<file path="config.mk">
export PLATFORM = sky130hd
export DESIGN_NAME = eth_tx_top
export DESIGN_NICKNAME = d
export VERILOG_FILES = /design/src/rtl/axis_pkg.sv /design/src/rtl/eth_pkg.sv /design/src/rtl/axis_skid_reg.sv /design/src/rtl/eth_hdr_tx.sv /design/src/rtl/eth_fcs_insert.sv /design/src/rtl/eth_tx_top.sv
export SDC_FILE = /design/constraint.sdc
export NUM_CORES = 1
export LEC_CHECK = 0
export BUFFER_PORTS_ARGS = -buffer_cell sky130_fd_sc_hd__buf_4
export CORE_ASPECT_RATIO = 0.7
export CORE_MARGIN = 8
export CORE_UTILIZATION = 46
export DETAILED_ROUTE_END_ITERATION = 10
export GPL_ROUTABILITY_DRIVEN = 0
export PLACE_DENSITY = 0.67
export SLEW_MARGIN = 15
export SYNTH_ARGS = -nofsm -noshare
export SYNTH_HDL_FRONTEND = slang
export SYNTH_SLANG_ARGS = --single-unit
</file>
<file path="constraint.sdc">
create_clock -name clk -period 4.1 [get_ports clk]
set_input_delay 0.205 -clock clk [delete_from_list [all_inputs] [get_ports clk]]
set_output_delay 0.205 -clock clk [all_outputs]
set_load 0.005 [all_outputs]
</file>
<file path="src/rtl/axis_pkg.sv">
// ======================================
// byte stream types shared by all ports
// ======================================

package axis_pkg;

    // one stream beat, a single byte plus frame markers
    typedef struct packed {
        // payload byte
        logic [7:0] data;
        // final byte of the frame
        logic       last;
        // frame is bad, meaningful with last
        logic       user;
    } axis_beat_t;

endpackage

</file>
<file path="src/rtl/eth_pkg.sv">
// ======================================
// ethernet frame header layout, lengths
// and the CRC-32 byte update
// ======================================

package eth_pkg;

    // header and check sequence sizes in octets
    localparam int HDR_LEN = 14;
    localparam int FCS_LEN = 4;

    // CRC-32, polynomial 0x04C11DB7 in bit-reversed form
    localparam logic [31:0] CRC32_POLY_REFL = 32'hEDB8_8320;
    localparam logic [31:0] CRC32_INIT      = 32'hFFFF_FFFF;

    // header as named fields, dest_mac lands in the top bits
    typedef struct packed {
        logic [47:0] dest_mac;
        logic [47:0] src_mac;
        logic [15:0] eth_type;
    } eth_hdr_fields_t;

    // same 112 bits seen as octets, octet 0 goes out first
    typedef union packed {
        eth_hdr_fields_t               fields;
        logic [0:HDR_LEN-1][7:0]       octets;
    } eth_hdr_t;

    // advance a reflected CRC-32 by one byte, lsb first
    function automatic logic [31:0] crc32_byte(
        input logic [31:0] crc,
        input logic [7:0]  data
    );
        logic [31:0] c;
        c = crc ^ {24'd0, data};
        for (int i = 0; i < 8; i++) begin
            if (c[0]) begin
                c = (c >> 1) ^ CRC32_POLY_REFL;
            end else begin
                c = c >> 1;
            end
        end
        return c;
    endfunction

endpackage

</file>
<file path="src/rtl/axis_skid_reg.sv">
// ======================================
// axis_skid_reg: two-entry output stage
// with a registered ready
// ======================================

`timescale 1ns/100ps

module axis_skid_reg (
    input  logic                 clk,
    input  logic                 rst,
    input  axis_pkg::axis_beat_t s_beat,
    input  logic                 s_valid,
    output logic                 s_ready,
    output axis_pkg::axis_beat_t m_beat,
    output logic                 m_valid,
    input  logic                 m_ready
);

    axis_pkg::axis_beat_t out_beat;
    axis_pkg::axis_beat_t tmp_beat;
    logic                 out_valid;
    logic                 tmp_valid;
    logic                 ready_reg;
    logic                 ready_early;

    assign s_ready = ready_reg;
    assign m_beat  = out_beat;
    assign m_valid = out_valid;

    // ready next cycle unless the temp slot could fill up
    assign ready_early = m_ready || (!tmp_valid && (!out_valid || !s_valid));

    always_ff @(posedge clk) begin
        if (rst) begin
            out_valid <= 1'b0;
            tmp_valid <= 1'b0;
            ready_reg <= 1'b0;
        end else begin
            ready_reg <= ready_early;
            if (ready_reg) begin
                if (m_ready || !out_valid) begin
                    out_valid <= s_valid;
                end else begin
                    // park the beat while the output is stalled
                    tmp_valid <= s_valid;
                end
            end else if (m_ready) begin
                out_valid <= tmp_valid;
                tmp_valid <= 1'b0;
            end
        end
    end

    // beat storage for the output and temp slots
    always_ff @(posedge clk) begin
        if (ready_reg) begin
            if (m_ready || !out_valid) begin
                out_beat <= s_beat;
            end else begin
                tmp_beat <= s_beat;
            end
        end else if (m_ready) begin
            out_beat <= tmp_beat;
        end
    end

endmodule

</file>
<file path="src/rtl/eth_hdr_tx.sv">
// ======================================
// eth_hdr_tx: sends 14 header octets,
// then forwards the payload stream
// ======================================

`timescale 1ns/100ps

module eth_hdr_tx (
    input  logic                 clk,
    input  logic                 rst,
    input  eth_pkg::eth_hdr_t    s_hdr,
    input  logic                 s_hdr_valid,
    output logic                 s_hdr_ready,
    input  axis_pkg::axis_beat_t s_payload,
    input  logic                 s_payload_valid,
    output logic                 s_payload_ready,
    output axis_pkg::axis_beat_t m_beat,
    output logic                 m_valid,
    input  logic                 m_ready,
    output logic                 busy
);

    localparam int PTR_W = $clog2(eth_pkg::HDR_LEN);
    localparam logic [PTR_W-1:0] LAST_PTR = PTR_W'(eth_pkg::HDR_LEN - 1);

    typedef enum logic [1:0] {
        ST_IDLE,
        ST_HEADER,
        ST_PAYLOAD
    } state_t;

    state_t               state;
    state_t               state_next;
    logic [PTR_W-1:0]     ptr;
    logic [PTR_W-1:0]     ptr_next;
    eth_pkg::eth_hdr_t    hdr_reg;
    logic                 store_hdr;
    logic                 hdr_ready_reg;
    logic                 busy_reg;

    // stream into the output stage
    axis_pkg::axis_beat_t int_beat;
    logic                 int_valid;
    logic                 int_ready;

    assign s_hdr_ready     = hdr_ready_reg;
    assign s_payload_ready = (state == ST_PAYLOAD) && int_ready;
    assign busy            = busy_reg;

    always_comb begin
        state_next = state;
        ptr_next   = ptr;
        store_hdr  = 1'b0;
        int_beat   = '0;
        int_valid  = 1'b0;

        case (state)
            ST_IDLE: begin
                ptr_next = '0;
                if (s_hdr_valid && hdr_ready_reg) begin
                    store_hdr  = 1'b1;
                    state_next = ST_HEADER;
                end
            end
            ST_HEADER: begin
                // octet view of the latched header
                int_valid     = 1'b1;
                int_beat.data = hdr_reg.octets[ptr];
                if (int_ready) begin
                    ptr_next = ptr + 1'b1;
                    if (ptr == LAST_PTR) begin
                        state_next = ST_PAYLOAD;
                    end
                end
            end
            ST_PAYLOAD: begin
                int_beat  = s_payload;
                int_valid = s_payload_valid;
                if (s_payload_valid && s_payload_ready && s_payload.last) begin
                    state_next = ST_IDLE;
                end
            end
            default: begin
                state_next = ST_IDLE;
            end
        endcase
    end

    always_ff @(posedge clk) begin
        if (rst) begin
            state         <= ST_IDLE;
            ptr           <= '0;
            hdr_ready_reg <= 1'b0;
            busy_reg      <= 1'b0;
        end else begin
            state         <= state_next;
            ptr           <= ptr_next;
            // header port only open while idle
            hdr_ready_reg <= (state_next == ST_IDLE);
            busy_reg      <= (state_next != ST_IDLE);
        end
    end

    // capture by field
    always_ff @(posedge clk) begin
        if (store_hdr) begin
            hdr_reg.fields <= s_hdr.fields;
        end
    end

    axis_skid_reg out_reg_i (
        .clk     (clk),
        .rst     (rst),
        .s_beat  (int_beat),
        .s_valid (int_valid),
        .s_ready (int_ready),
        .m_beat  (m_beat),
        .m_valid (m_valid),
        .m_ready (m_ready)
    );

endmodule

</file>
<file path="src/rtl/eth_fcs_insert.sv">
// ======================================
// eth_fcs_insert: pads short frames and
// appends the CRC-32 check sequence
// ======================================

`timescale 1ns/100ps

module eth_fcs_insert #(
    parameter int MIN_FRAME_LEN = 60
) (
    input  logic                 clk,
    input  logic                 rst,
    input  axis_pkg::axis_beat_t s_beat,
    input  logic                 s_valid,
    output logic                 s_ready,
    output axis_pkg::axis_beat_t m_beat,
    output logic                 m_valid,
    input  logic                 m_ready
);

    localparam int CNT_W     = $clog2(MIN_FRAME_LEN + 1);
    localparam int FCS_PTR_W = $clog2(eth_pkg::FCS_LEN);
    localparam logic [CNT_W-1:0] MIN_CNT = CNT_W'(MIN_FRAME_LEN);

    typedef enum logic [1:0] {
        ST_DATA,
        ST_PAD,
        ST_FCS
    } state_t;

    state_t               state;
    logic [CNT_W-1:0]     byte_cnt;
    logic [CNT_W-1:0]     cnt_inc;
    logic [FCS_PTR_W-1:0] fcs_ptr;
    logic                 fcs_last;
    logic [31:0]          crc;
    logic [31:0]          fcs_word;
    logic                 user_reg;

    axis_pkg::axis_beat_t int_beat;
    logic                 int_valid;
    logic                 int_ready;
    logic                 int_xfer;

    // input closed while pad and fcs bytes go out
    assign s_ready  = (state == ST_DATA) && int_ready;
    assign int_xfer = int_valid && int_ready;

    // count saturates at the minimum length
    assign cnt_inc  = (byte_cnt == MIN_CNT) ? byte_cnt : byte_cnt + 1'b1;
    assign fcs_word = ~crc;
    assign fcs_last = (fcs_ptr == FCS_PTR_W'(eth_pkg::FCS_LEN - 1));

    always_comb begin
        int_beat  = '0;
        int_valid = 1'b0;
        case (state)
            ST_DATA: begin
                // last and user move to the final fcs byte
                int_beat.data = s_beat.data;
                int_valid     = s_valid;
            end
            ST_PAD: begin
                int_valid = 1'b1;
            end
            ST_FCS: begin
                int_valid     = 1'b1;
                int_beat.data = fcs_word[8*fcs_ptr +: 8];
                int_beat.last = fcs_last;
                int_beat.user = fcs_last && user_reg;
            end
            default: begin
                int_valid = 1'b0;
            end
        endcase
    end

    always_ff @(posedge clk) begin
        if (rst) begin
            state    <= ST_DATA;
            byte_cnt <= '0;
            fcs_ptr  <= '0;
            crc      <= eth_pkg::CRC32_INIT;
            user_reg <= 1'b0;
        end else if (int_xfer) begin
            case (state)
                ST_DATA: begin
                    crc      <= eth_pkg::crc32_byte(crc, s_beat.data);
                    byte_cnt <= cnt_inc;
                    if (s_beat.last) begin
                        user_reg <= s_beat.user;
                        fcs_ptr  <= '0;
                        state    <= (cnt_inc < MIN_CNT) ? ST_PAD : ST_FCS;
                    end
                end
                ST_PAD: begin
                    crc      <= eth_pkg::crc32_byte(crc, 8'h00);
                    byte_cnt <= cnt_inc;
                    if (cnt_inc == MIN_CNT) begin
                        state <= ST_FCS;
                    end
                end
                ST_FCS: begin
                    fcs_ptr <= fcs_ptr + 1'b1;
                    if (fcs_last) begin
                        // ready for the next frame
                        crc      <= eth_pkg::CRC32_INIT;
                        byte_cnt <= '0;
                        state    <= ST_DATA;
                    end
                end
                default: begin
                    state <= ST_DATA;
                end
            endcase
        end
    end

    axis_skid_reg out_reg_i (
        .clk     (clk),
        .rst     (rst),
        .s_beat  (int_beat),
        .s_valid (int_valid),
        .s_ready (int_ready),
        .m_beat  (m_beat),
        .m_valid (m_valid),
        .m_ready (m_ready)
    );

endmodule

</file>
<file path="src/rtl/eth_tx_top.sv">
// ======================================
// eth_tx_top: ethernet transmit chain,
// header merge then pad and FCS
// ======================================

`timescale 1ns/100ps

module eth_tx_top #(
    parameter int MIN_FRAME_LEN = 60
) (
    input  logic                 clk,
    input  logic                 rst,
    input  eth_pkg::eth_hdr_t    s_hdr,
    input  logic                 s_hdr_valid,
    output logic                 s_hdr_ready,
    input  axis_pkg::axis_beat_t s_payload,
    input  logic                 s_payload_valid,
    output logic                 s_payload_ready,
    output axis_pkg::axis_beat_t m_frame,
    output logic                 m_frame_valid,
    input  logic                 m_frame_ready,
    output logic                 busy
);

    // header plus payload, before padding
    axis_pkg::axis_beat_t hdr_stream;
    logic                 hdr_stream_valid;
    logic                 hdr_stream_ready;

    eth_hdr_tx hdr_tx_i (
        .clk             (clk),
        .rst             (rst),
        .s_hdr           (s_hdr),
        .s_hdr_valid     (s_hdr_valid),
        .s_hdr_ready     (s_hdr_ready),
        .s_payload       (s_payload),
        .s_payload_valid (s_payload_valid),
        .s_payload_ready (s_payload_ready),
        .m_beat          (hdr_stream),
        .m_valid         (hdr_stream_valid),
        .m_ready         (hdr_stream_ready),
        .busy            (busy)
    );

    eth_fcs_insert #(
        .MIN_FRAME_LEN (MIN_FRAME_LEN)
    ) fcs_insert_i (
        .clk     (clk),
        .rst     (rst),
        .s_beat  (hdr_stream),
        .s_valid (hdr_stream_valid),
        .s_ready (hdr_stream_ready),
        .m_beat  (m_frame),
        .m_valid (m_frame_valid),
        .m_ready (m_frame_ready)
    );

endmodule

</file>
==> impl_metrics.toml, run 1 <==
[floorplanning]
die_area_mm2 = 0.0279
core-area_mm2 = 0.0225
die_x_um = 196
die_h_um = 142
ios = 141
initial_utilization_pct = 46.5
rows = 46

[clocking]
cts_tree = "done"
cts.reportedPaths.clkPinSlew_ns = 0.06
cts_root_buffer = "clkbuf_16"
cts_setup_buffers = 0
numClockSinks = 209
post_cts_resized = 0
htree_levels = 1
clk_latency_ns = 0.51
clock_path_buffers = 3
cts-buffers-inserted = 21

[routing]
via_per_inst = 5.53
drt-pass1-iter-count = 5
num_vias = 7744
totalWireLength_um = 29900
avgRoutedWirePerCell_um = 21.4
drt-initial-drc-count = 742
drcViolationCount = 0
drtAntennaViolNets = 0

[timing]
rsz0062_at_grt = "no"
hold_viol = 0
setup_tns_ns = 0
final_max_slew_viol_count = 0
tightestPinTransition_ns = 1.04
clock-skew-final_ns = 0.0229
finalCriticalPeriod_ns = 2.91
maxSlewHeadroom_pct = 30.2
finalCritPeriodShare_pct = 71.0
max_freq_ghz = 0.343
setup_viol = 0

[cells_and_area]
nNetsFinal = 1213
register_area_mm2 = 0.00571
final_cell_mix = "edfxtp_1, buf_4, dlygate4sd3_1"
multi_input_area_mm2 = 0.00444
final_area_mm2 = 0.0135
layout_commonest_cell = "edfxtp_1"
drive_above_1_share_pct = 23.8
area_growth_pct = 29.3
fillers = 1733
largest_register_ffs = 112

[logic_synthesis]
synth.avg_cell_area_um2 = 12.4
syn-instance-count = 844
syn-cell-area_mm2 = 0.0105
yosysSeqAreaShare_pct = 54.5
yosys_warnings = 0
yosys_register_bits = 209
synth_edf_count = 152
synth_cell_types = 57
ys_async_sr_fraction_pct = 0
syn-num-nets = 984
ys.flop_type = "edfxtp_1"

[critical_path]
r2r_slack_ns = 1.19
r2r_start = "fcs_insert_i.state[0]"
r2r_end = "fcs_insert_i.state[1]"
crit_path_top_delay_cell = "nor4_1"
reg2regPathDepth = 8
setup.worst_path.class = "reg2reg"
startpoint = "fcs_insert_i.state[0]"
crit_end = "fcs_insert_i.state[1]"
cp-end-kind = "flop"
cp_cell_sequence = "inv_1 > ha_1 > buf_4 > a21oi_1 > nor4_1 > nand2_1 > or4_1 > a311oi_1"
cp-start-kind = "flop"
critPathMaxStageDelay_ns = 0.55
arrival_ns = 3.31
worstPathRequired_ns = 4.50
cp_max_fo = 35

[grt]
grt_pass1_wl_um = 46300
grt_start_max_net_pins = 67
grt_pass1_vias = 7821
grt_usage_pct = 21.2
grt.overflow.total = 0
antenna_found_initial = 1

[power_and_ir_drop]
ir_drop_mv = 0.362
powerDensity_mw_per_mm2 = 368
power.leakage_nw = 4.80

[placed_design]
numPortBuffers = 140
dpl_cell_area_mm2 = 0.0118
hpwlAfterDp_um = 19400

[flow_run]
max_cap_viol_count = 0

[outcome]
status = "finished, final reports clean"

[min_path]
hold_path.class = "in2reg"
synthesized netlist by cell type (all sizes together) (3+ instances only):
cell	number	area, um2
xnor2	106	951
o211ai	4	30.0
or2	3	18.8
and2	5	31.3
a21oi	59	295
nand3	18	90.1
clkbuf	37	146
and3	5	31.3
ha	13	163
nor2b	16	100
mux2	30	338
or3	3	18.8
a31oi	7	43.8
o311ai	3	26.3
a211o	3	26.3
inv	17	63.8
xor2	31	298
a211oi	5	37.5
dfxtp	57	1140
edfxtp	152	4560
nor3	9	45.0
mux4	32	724
o221ai	9	78.8
buf	22	115
o21ai	44	220
o22ai	4	25.0
mux2i	13	130
nand2	52	195
a21boi	8	60.1
nor2	40	150
o31ai	10	85.1
nor4	5	31.3
cell type report:
| cell class | count | area share [%] |
|---|---|---|
| timing repair buffer | 265 | 16.9 |
| clock buffer | 25 | 4.07 |
| sequential | 209 | 42.2 |
| multi-input combinational | 559 | 32.8 |
| tap | 312 | 2.88 |
| antenna | 2 | 0.0370 |
| inverter | 17 | 0.471 |
| clock inverter | 11 | 0.693 |
logic make-up (layout without fill, tap and decap cells):
family	Yosys count	after routing	synth area share, %
adders and majority gates	13	13	1.55
and+or+nand+nor	167	167	7.58
DFF	209	209	54.5
xor gates and xnor gates	138	138	12.2
muxes	75	75	11.4
other	0	2	0
buffers and inverters	76	318	3.11
AOI/OAI and AO/OA	166	166	9.72
worst min-delay path by stage:
| stage | startpoint | end | slack (ns) | cells past startpoint |
|---|---|---|---|---|
| final | s_payload[0] | hdr_tx_i.out_reg_i.tmp_beat[0] | 0.05 | 2 |
| after global routing | s_payload[0] | hdr_tx_i.out_reg_i.tmp_beat[0] | 0.04 | 2 |
| after CTS | s_payload[0] | hdr_tx_i.out_reg_i.tmp_beat[0] | 0.04 | 2 |
| after detailed placement | s_hdr[63] | hdr_tx_i.hdr_reg[63] | 0.38 | 1 |
| after global placement | s_hdr[87] | hdr_tx_i.hdr_reg[87] | 0.38 | 1 |
| after floorplan | rst | hdr_tx_i.state[0] | 0.29 | 1 |
routing by layer:
metal | share of wire [%] | vias to the layer above | track usage, % | routed length, um
li1 | - | 3559 | - | -
met1 | 44 | 3760 | 30.3 | 13100
met2 | 45 | 380 | 32.6 | 13600
met3 | 9.0 | 45 | 4.46 | 2690
met4 | 1.8 | 0 | 4.77 | 535
met5 | 0 | - | 0 | 0
through the flow:
| step | total power, W | utilization [%] | cells | hold WS, ns | worst slack, ns |
|---|---|---|---|---|---|
| final | 0.00498 | 60.2 | 1400 | 0.0501 | 1.19 |
| after global routing | 0.00514 | 60.1 | 1399 | 0.0401 | 0.921 |
| after CTS | 0.00499 | 60.1 | 1398 | 0.0413 | 1.24 |
| after detailed placement | 0.00306 | 52.2 | 1249 | 0.384 | 1.28 |
| after global placement | 0.00305 | 52.2 | 1249 | 0.383 | 1.38 |
| after floorplan | 0.00284 | - | 844 | 0.291 | 0.188 |
critical path: cells and delay by family (launching register included):
kind	cells	cell delay, ns
adders and majority gates	1	0.28
DFF	1	0.39
and+or+nand+nor	3	1.26
AOI/OAI and AO/OA	2	0.44
buffers and inverters	2	0.45
where the power goes:
group / switching, W / leakage, nW / internal, W
registers: 0.0000560 / 1.87 / 0.00237
clock network: 0.000832 / 0.312 / 0.00103
logic: 0.000320 / 2.61 / 0.000371
total: 0.00121 / 4.80 / 0.00377
repair_timing:
action,in CTS,in global routing
endpoints found under the hold margin,113,0
hold buffers,113,0
endpoints found under the setup margin,0,0
Power figures use the tool's default switching activity.
==> run 2, diff against run 1 <==
--- a/config.mk
+++ b/config.mk
@@ -11,7 +11,7 @@
 export CORE_UTILIZATION = 46
 export DETAILED_ROUTE_END_ITERATION = 10
 export GPL_ROUTABILITY_DRIVEN = 0
-export PLACE_DENSITY = 0.67
+export PLACE_DENSITY = 0.64
 export SLEW_MARGIN = 15
 export SYNTH_ARGS = -nofsm -noshare
 export SYNTH_HDL_FRONTEND = slang
==> constraint.sdc (replaced) <==
create_clock -name clk -period 3 [get_ports clk]
set_input_delay 0.15 -clock clk [delete_from_list [all_inputs] [get_ports clk]]
set_output_delay 0.15 -clock clk [all_outputs]
set_load 0.005 [all_outputs]
==> run 2 against run 1 <==
Against the previous run:
- first-iteration DRC count decreased by 18%
- fmax increased by 6.8%
- global-route usage decreased by 0.48 points
- count of clock-buffer cells in the layout increased by 5
- non-clock buffer count increased by 21
- wire length decreased by 3.4%
- combinational power increased by 40%
- worst hold slack improved by 0.0079 ns
- core utilization increased by 1.2 points
- critical path depth decreased by 1
- cell count increased by 1.8%
==> impl_metrics.toml, run 2 (same netlist as run 1, synthesis figures left out) <==
[power_and_ir_drop]
powerDensity_mw_per_mm2 = 510
power.total_w = 0.00704
power.leakage_nw = 4.94
ir_drop_mv = 0.470

[routing]
drt-pass1-iter-count = 5
avgRoutedWirePerCell_um = 20.3
totalWireLength_um = 28900
via_per_inst = 5.38
num_vias = 7662
drcViolationCount = 0
drtAntennaViolNets = 0
drt-initial-drc-count = 605

[floorplanning]
core-area_mm2 = 0.0225
initial_utilization_pct = 46.5
die_x_um = 196
ios = 141
die_area_mm2 = 0.0279
rows = 46
die_h_um = 142

[clocking]
cts_tree = "done"
cts_root_buffer = "clkbuf_16"
htree_levels = 1
numClockSinks = 209
cts-buffers-inserted = 23
clk_latency_ns = 0.51
cts.reportedPaths.clkPinSlew_ns = 0.06
clock_path_buffers = 3

[cells_and_area]
fillers = 1732
nNetsFinal = 1236
final_cell_mix = "buf_4, edfxtp_1, dlygate4sd3_1"
area_growth_pct = 31.9
drive_above_1_share_pct = 25.1
fin_cells = 1425
final_area_mm2 = 0.0138
largest_register_ffs = 112
layout_commonest_cell = "buf_4"

[placed_design]
dpl_cell_area_mm2 = 0.0119
hpwlAfterDp_um = 19300
dp.cells = 1268
numPortBuffers = 140

[critical_path]
cp-end-kind = "flop"
r2r_start = "fcs_insert_i.state[1]"
worstPathRequired_ns = 3.40
setup.worst_path.class = "reg2reg"
cp_num_buf_inv = 1
cp_max_fo = 15
critPathMaxStageDelay_ns = 0.54
arrival_ns = 3.13
crit_path_top_delay_cell = "or4_1"
cp_cell_sequence = "inv_1 > ha_1 > a21oi_1 > nor4_1 > nand2_1 > or4_1 > a311oi_1"
startpoint = "fcs_insert_i.state[1]"
critPathTopFamily = "simple AND/OR/NAND/NOR gates"
cp-start-kind = "flop"

[min_path]
hold_path.class = "in2reg"
min_from = "s_payload[7]"

[timing]
setup_viol = 0
hold_viol = 0
finalCriticalPeriod_ns = 2.73
finalCritPeriodShare_pct = 90.9
clock-skew-final_ns = 0.0159
setup_tns_ns = 0
final_max_slew_viol_count = 0
rsz0062_at_grt = "no"
fin_hold_ws_ns = 0.0581
maxSlewHeadroom_pct = 39.5
max_freq_ghz = 0.367
tightestPinTransition_ns = 0.904

[grt]
grt_start_max_net_pins = 55
grt_pass1_vias = 7840
grt.overflow.total = 0
grt_pass1_wl_um = 45300
antenna_found_initial = 1
grt_usage_pct = 20.7

[flow_run]
max_cap_viol_count = 0

[outcome]
status = "finished, final reports clean"
[run 2: path summary, 6_finish.rpt]
check	endpoint	slack, ns	cells after the start
setup / recovery	fcs_insert_i.state[1]	0.27	7
hold / removal	hdr_tx_i.out_reg_i.tmp_beat[7]	0.06	3
setup reg to reg	fcs_insert_i.state[1]	0.27	7
hold reg to reg	fcs_insert_i.user_reg	0.51	2
[run 2: layout make-up]
cell class / instances / area (um2) / area share [%]
flip-flops and latches: 209 / 5710 / 41.3
multi-input cells: 559 / 4440 / 32.2
well taps: 312 / 390 / 2.83
inverters: 17 / 63.8 / 0.462
clock inverters: 11 / 108 / 0.779
repair buffers: 286 / 2470 / 17.9
diodes: 1 / 2.50 / 0.0181
clock buffers: 30 / 622 / 4.50
[run 2: worst reg2reg max path, delay by kind of cell (launching register included)]
kind / cells / cell delay [ns]
AO/OA/AOI/OAI: 2 / 0.54
adder cells (fa/ha/maj): 1 / 0.49
buffers and inverters: 1 / 0.10
flip-flops: 1 / 0.32
AND/OR/NAND/NOR: 3 / 1.18
[run 2: per-stage QoR]
step / util, % / setup WS, ns
after floorplan: - / 0.381
after CTS: 61.3 / 0.325
after global placement: 53.0 / 0.504
after detailed placement: 53.0 / 0.360
after global routing: 61.4 / 0.00300
final: 61.4 / 0.273
[run 2: routing by layer]
layer	global-route usage [%]	vias up	share of wire, %
met1	29.4	3700	44
met4	4.81	0	1.7
met2	32.0	328	45
met3	4.32	33	8.4
li1	-	3601	-
met5	0	-	0
[run 2: report_power, final]
| group | internal (W) | total, W | switching (W) |
|---|---|---|---|
| Sequential | 0.00324 | 0.00331 | 0.0000625 |
| Combinational | 0.000529 | 0.000966 | 0.000437 |
| Clock | 0.00163 | 0.00277 | 0.00114 |
[run 2: timing repair]
item,CTS,global route
hold buffers,115,0
buffers inserted,0,0
resized for setup,0,0
hold endpoints to repair,117,0
==> run 3, diff against run 2 <==
==> constraint.sdc (replaced) <==
create_clock -name clk -period 3.2 [get_ports clk]
set_input_delay 0.16 -clock clk [delete_from_list [all_inputs] [get_ports clk]]
set_output_delay 0.16 -clock clk [all_outputs]
set_load 0.005 [all_outputs]
==> run 3 against run 2 <==
Against the previous run:
- die area unchanged
- clock skew is 0.0035 ns lower
- first-iteration DRC count fell by 6.4%
- power decreased by 5.9%
- sequential power shrank 6.3%
- clock power decreased by 5%
- cell area is essentially flat
- fmax shrank 2.9%
- combinational power fell by 6.5%
- cell count stayed put
- worst hold slack gained 0.022 ns
- critical path type unchanged
==> impl_metrics.toml, run 3 (same netlist as run 1, synthesis figures left out) <==
[floorplanning]
die_h_um = 142
die_x_um = 196
initial_utilization_pct = 46.5
ios = 141
core-area_mm2 = 0.0225
rows = 46
die_area_mm2 = 0.0279

[critical_path]
setup.worst_path.class = "reg2reg"
worstPathRequired_ns = 3.60
cp-end-kind = "flop"
critPathMaxStageDelay_ns = 0.56
cp_cell_sequence = "inv_1 > ha_1 > a21oi_1 > nor4_1 > nand2_1 > or4_1 > a311oi_1"
cp_max_fo = 15
crit_path_top_delay_cell = "or4_1"
critPathTopFamily = "simple AND/OR/NAND/NOR gates"
cp-start-kind = "flop"
r2r_start = "fcs_insert_i.state[1]"
cp_num_buf_inv = 1
arrival_ns = 3.21
startpoint = "fcs_insert_i.state[1]"

[grt]
grt_pass1_vias = 7890
grt.overflow.total = 0
grt_usage_pct = 20.4
grt_start_max_net_pins = 49
grt_pass1_wl_um = 45000
antenna_found_initial = 1

[clocking]
cts-buffers-inserted = 22
post_cts_resized = 0
cts_setup_buffers = 0
clk_latency_ns = 0.50
clock_path_buffers = 3
cts.reportedPaths.clkPinSlew_ns = 0.07
cts_tree = "done"
numClockSinks = 209
htree_levels = 1
cts_root_buffer = "clkbuf_16"

[min_path]
hold_path.class = "in2reg"
min_from = "s_payload[7]"

[cells_and_area]
largest_register_ffs = 112
final_cell_mix = "buf_4, edfxtp_1, dlygate4sd3_1"
drive_above_1_share_pct = 25.4
layout_commonest_cell = "buf_4"
fin_cells = 1425
area_growth_pct = 32.0
nNetsFinal = 1237

[timing]
setup_tns_ns = 0
clock-skew-final_ns = 0.0125
finalCriticalPeriod_ns = 2.81
max_freq_ghz = 0.356
finalCritPeriodShare_pct = 87.7
final_max_slew_viol_count = 0
hold_viol = 0
tightestPinTransition_ns = 0.891
setup_viol = 0
maxSlewHeadroom_pct = 40.4
rsz0062_at_grt = "no"

[power_and_ir_drop]
comb_power_share_pct = 13.6
power.total_w = 0.00662
powerDensity_mw_per_mm2 = 479
ir_drop_mv = 0.387
switching_power_w = 0.00154
clkPwrFrac_pct = 39.6
pwr-share-seq_pct = 46.8
p_int_w = 0.00508
switching_share_pct = 23.2
power.leakage_nw = 4.95

[routing]
totalWireLength_um = 28600
drt-pass1-iter-count = 5
drtAntennaViolNets = 0
via_per_inst = 5.40
num_vias = 7694
avgRoutedWirePerCell_um = 20.1
drcViolationCount = 0
drt-initial-drc-count = 566

[placed_design]
hpwlAfterDp_um = 19200
numPortBuffers = 140
dp.cells = 1270

[flow_run]
max_cap_viol_count = 0

[outcome]
status = "finished, final reports clean"
[run 3: per-stage QoR]
stage                     area, um2  setup WS (ns)  hold slack (ns)  utilization, %
after floorplan               10500          0.581            0.246               -
after global placement        11900          0.738            0.338            53.0
after detailed placement      11900          0.537            0.339            53.0
after CTS                     13800          0.454           0.0539            61.4
after global routing          13800          0.288           0.0882            61.4
final                         13800          0.392           0.0797            61.4
[run 3: cell type report]
class | instances | area, um2
fill | 1698 | 8680
sequential | 209 | 5710
multi-input combinational | 559 | 4440
timing repair buffer | 288 | 2470
clock buffer | 25 | 583
tap | 312 | 390
clock inverter | 14 | 155
inverter | 17 | 63.8
antenna | 1 | 2.50
[run 3: worst register-to-register path, stage by stage (launching register included)]
cell and delay [ns]:
dfxtp_1 0.33, inv_1 0.11, ha_1 0.48, a21oi_1 0.23, nor4_1 0.51, nand2_1 0.15, or4_1 0.56, a311oi_1 0.33
[run 3: worst paths after layout]
path / slack [ns] / depth (start not counted) / to
worst max-delay path: 0.39 / 7 / fcs_insert_i.state[1]
worst min-delay path: 0.08 / 3 / hdr_tx_i.out_reg_i.tmp_beat[7]
worst max register to register: 0.39 / 7 / fcs_insert_i.state[1]
worst min register to register: 0.51 / 2 / fcs_insert_i.user_reg
[run 3: what timing repair did]
action	CTS	global route
setup endpoints to repair	0	0
hold buffers	115	0
endpoints found under the hold margin	117	0
[run 3: power by group through the flow]
| stage | combinational, W | clock [W] | sequential [W] |
|---|---|---|---|
| 2_1_floorplan | 0.000500 | 0 | 0.00313 |
| 3_3_place_gp | 0.000776 | 0 | 0.00315 |
| 3_5_place_dp | 0.000778 | 0 | 0.00315 |
| 4_1_cts | 0.000895 | 0.00268 | 0.00309 |
| 5_1_grt | 0.000972 | 0.00279 | 0.00311 |
| 6_report | 0.000903 | 0.00263 | 0.00310 |
[run 3: metal layers]
metal / track usage (%) / wire length, um / up-vias
li1: - / - / 3601
met1: 28.7 / 12800 / 3751
met2: 31.8 / 12800 / 302
met3: 5.06 / 2470 / 40
met4: 4.22 / 492 / 0
met5: 0 / 0 / -
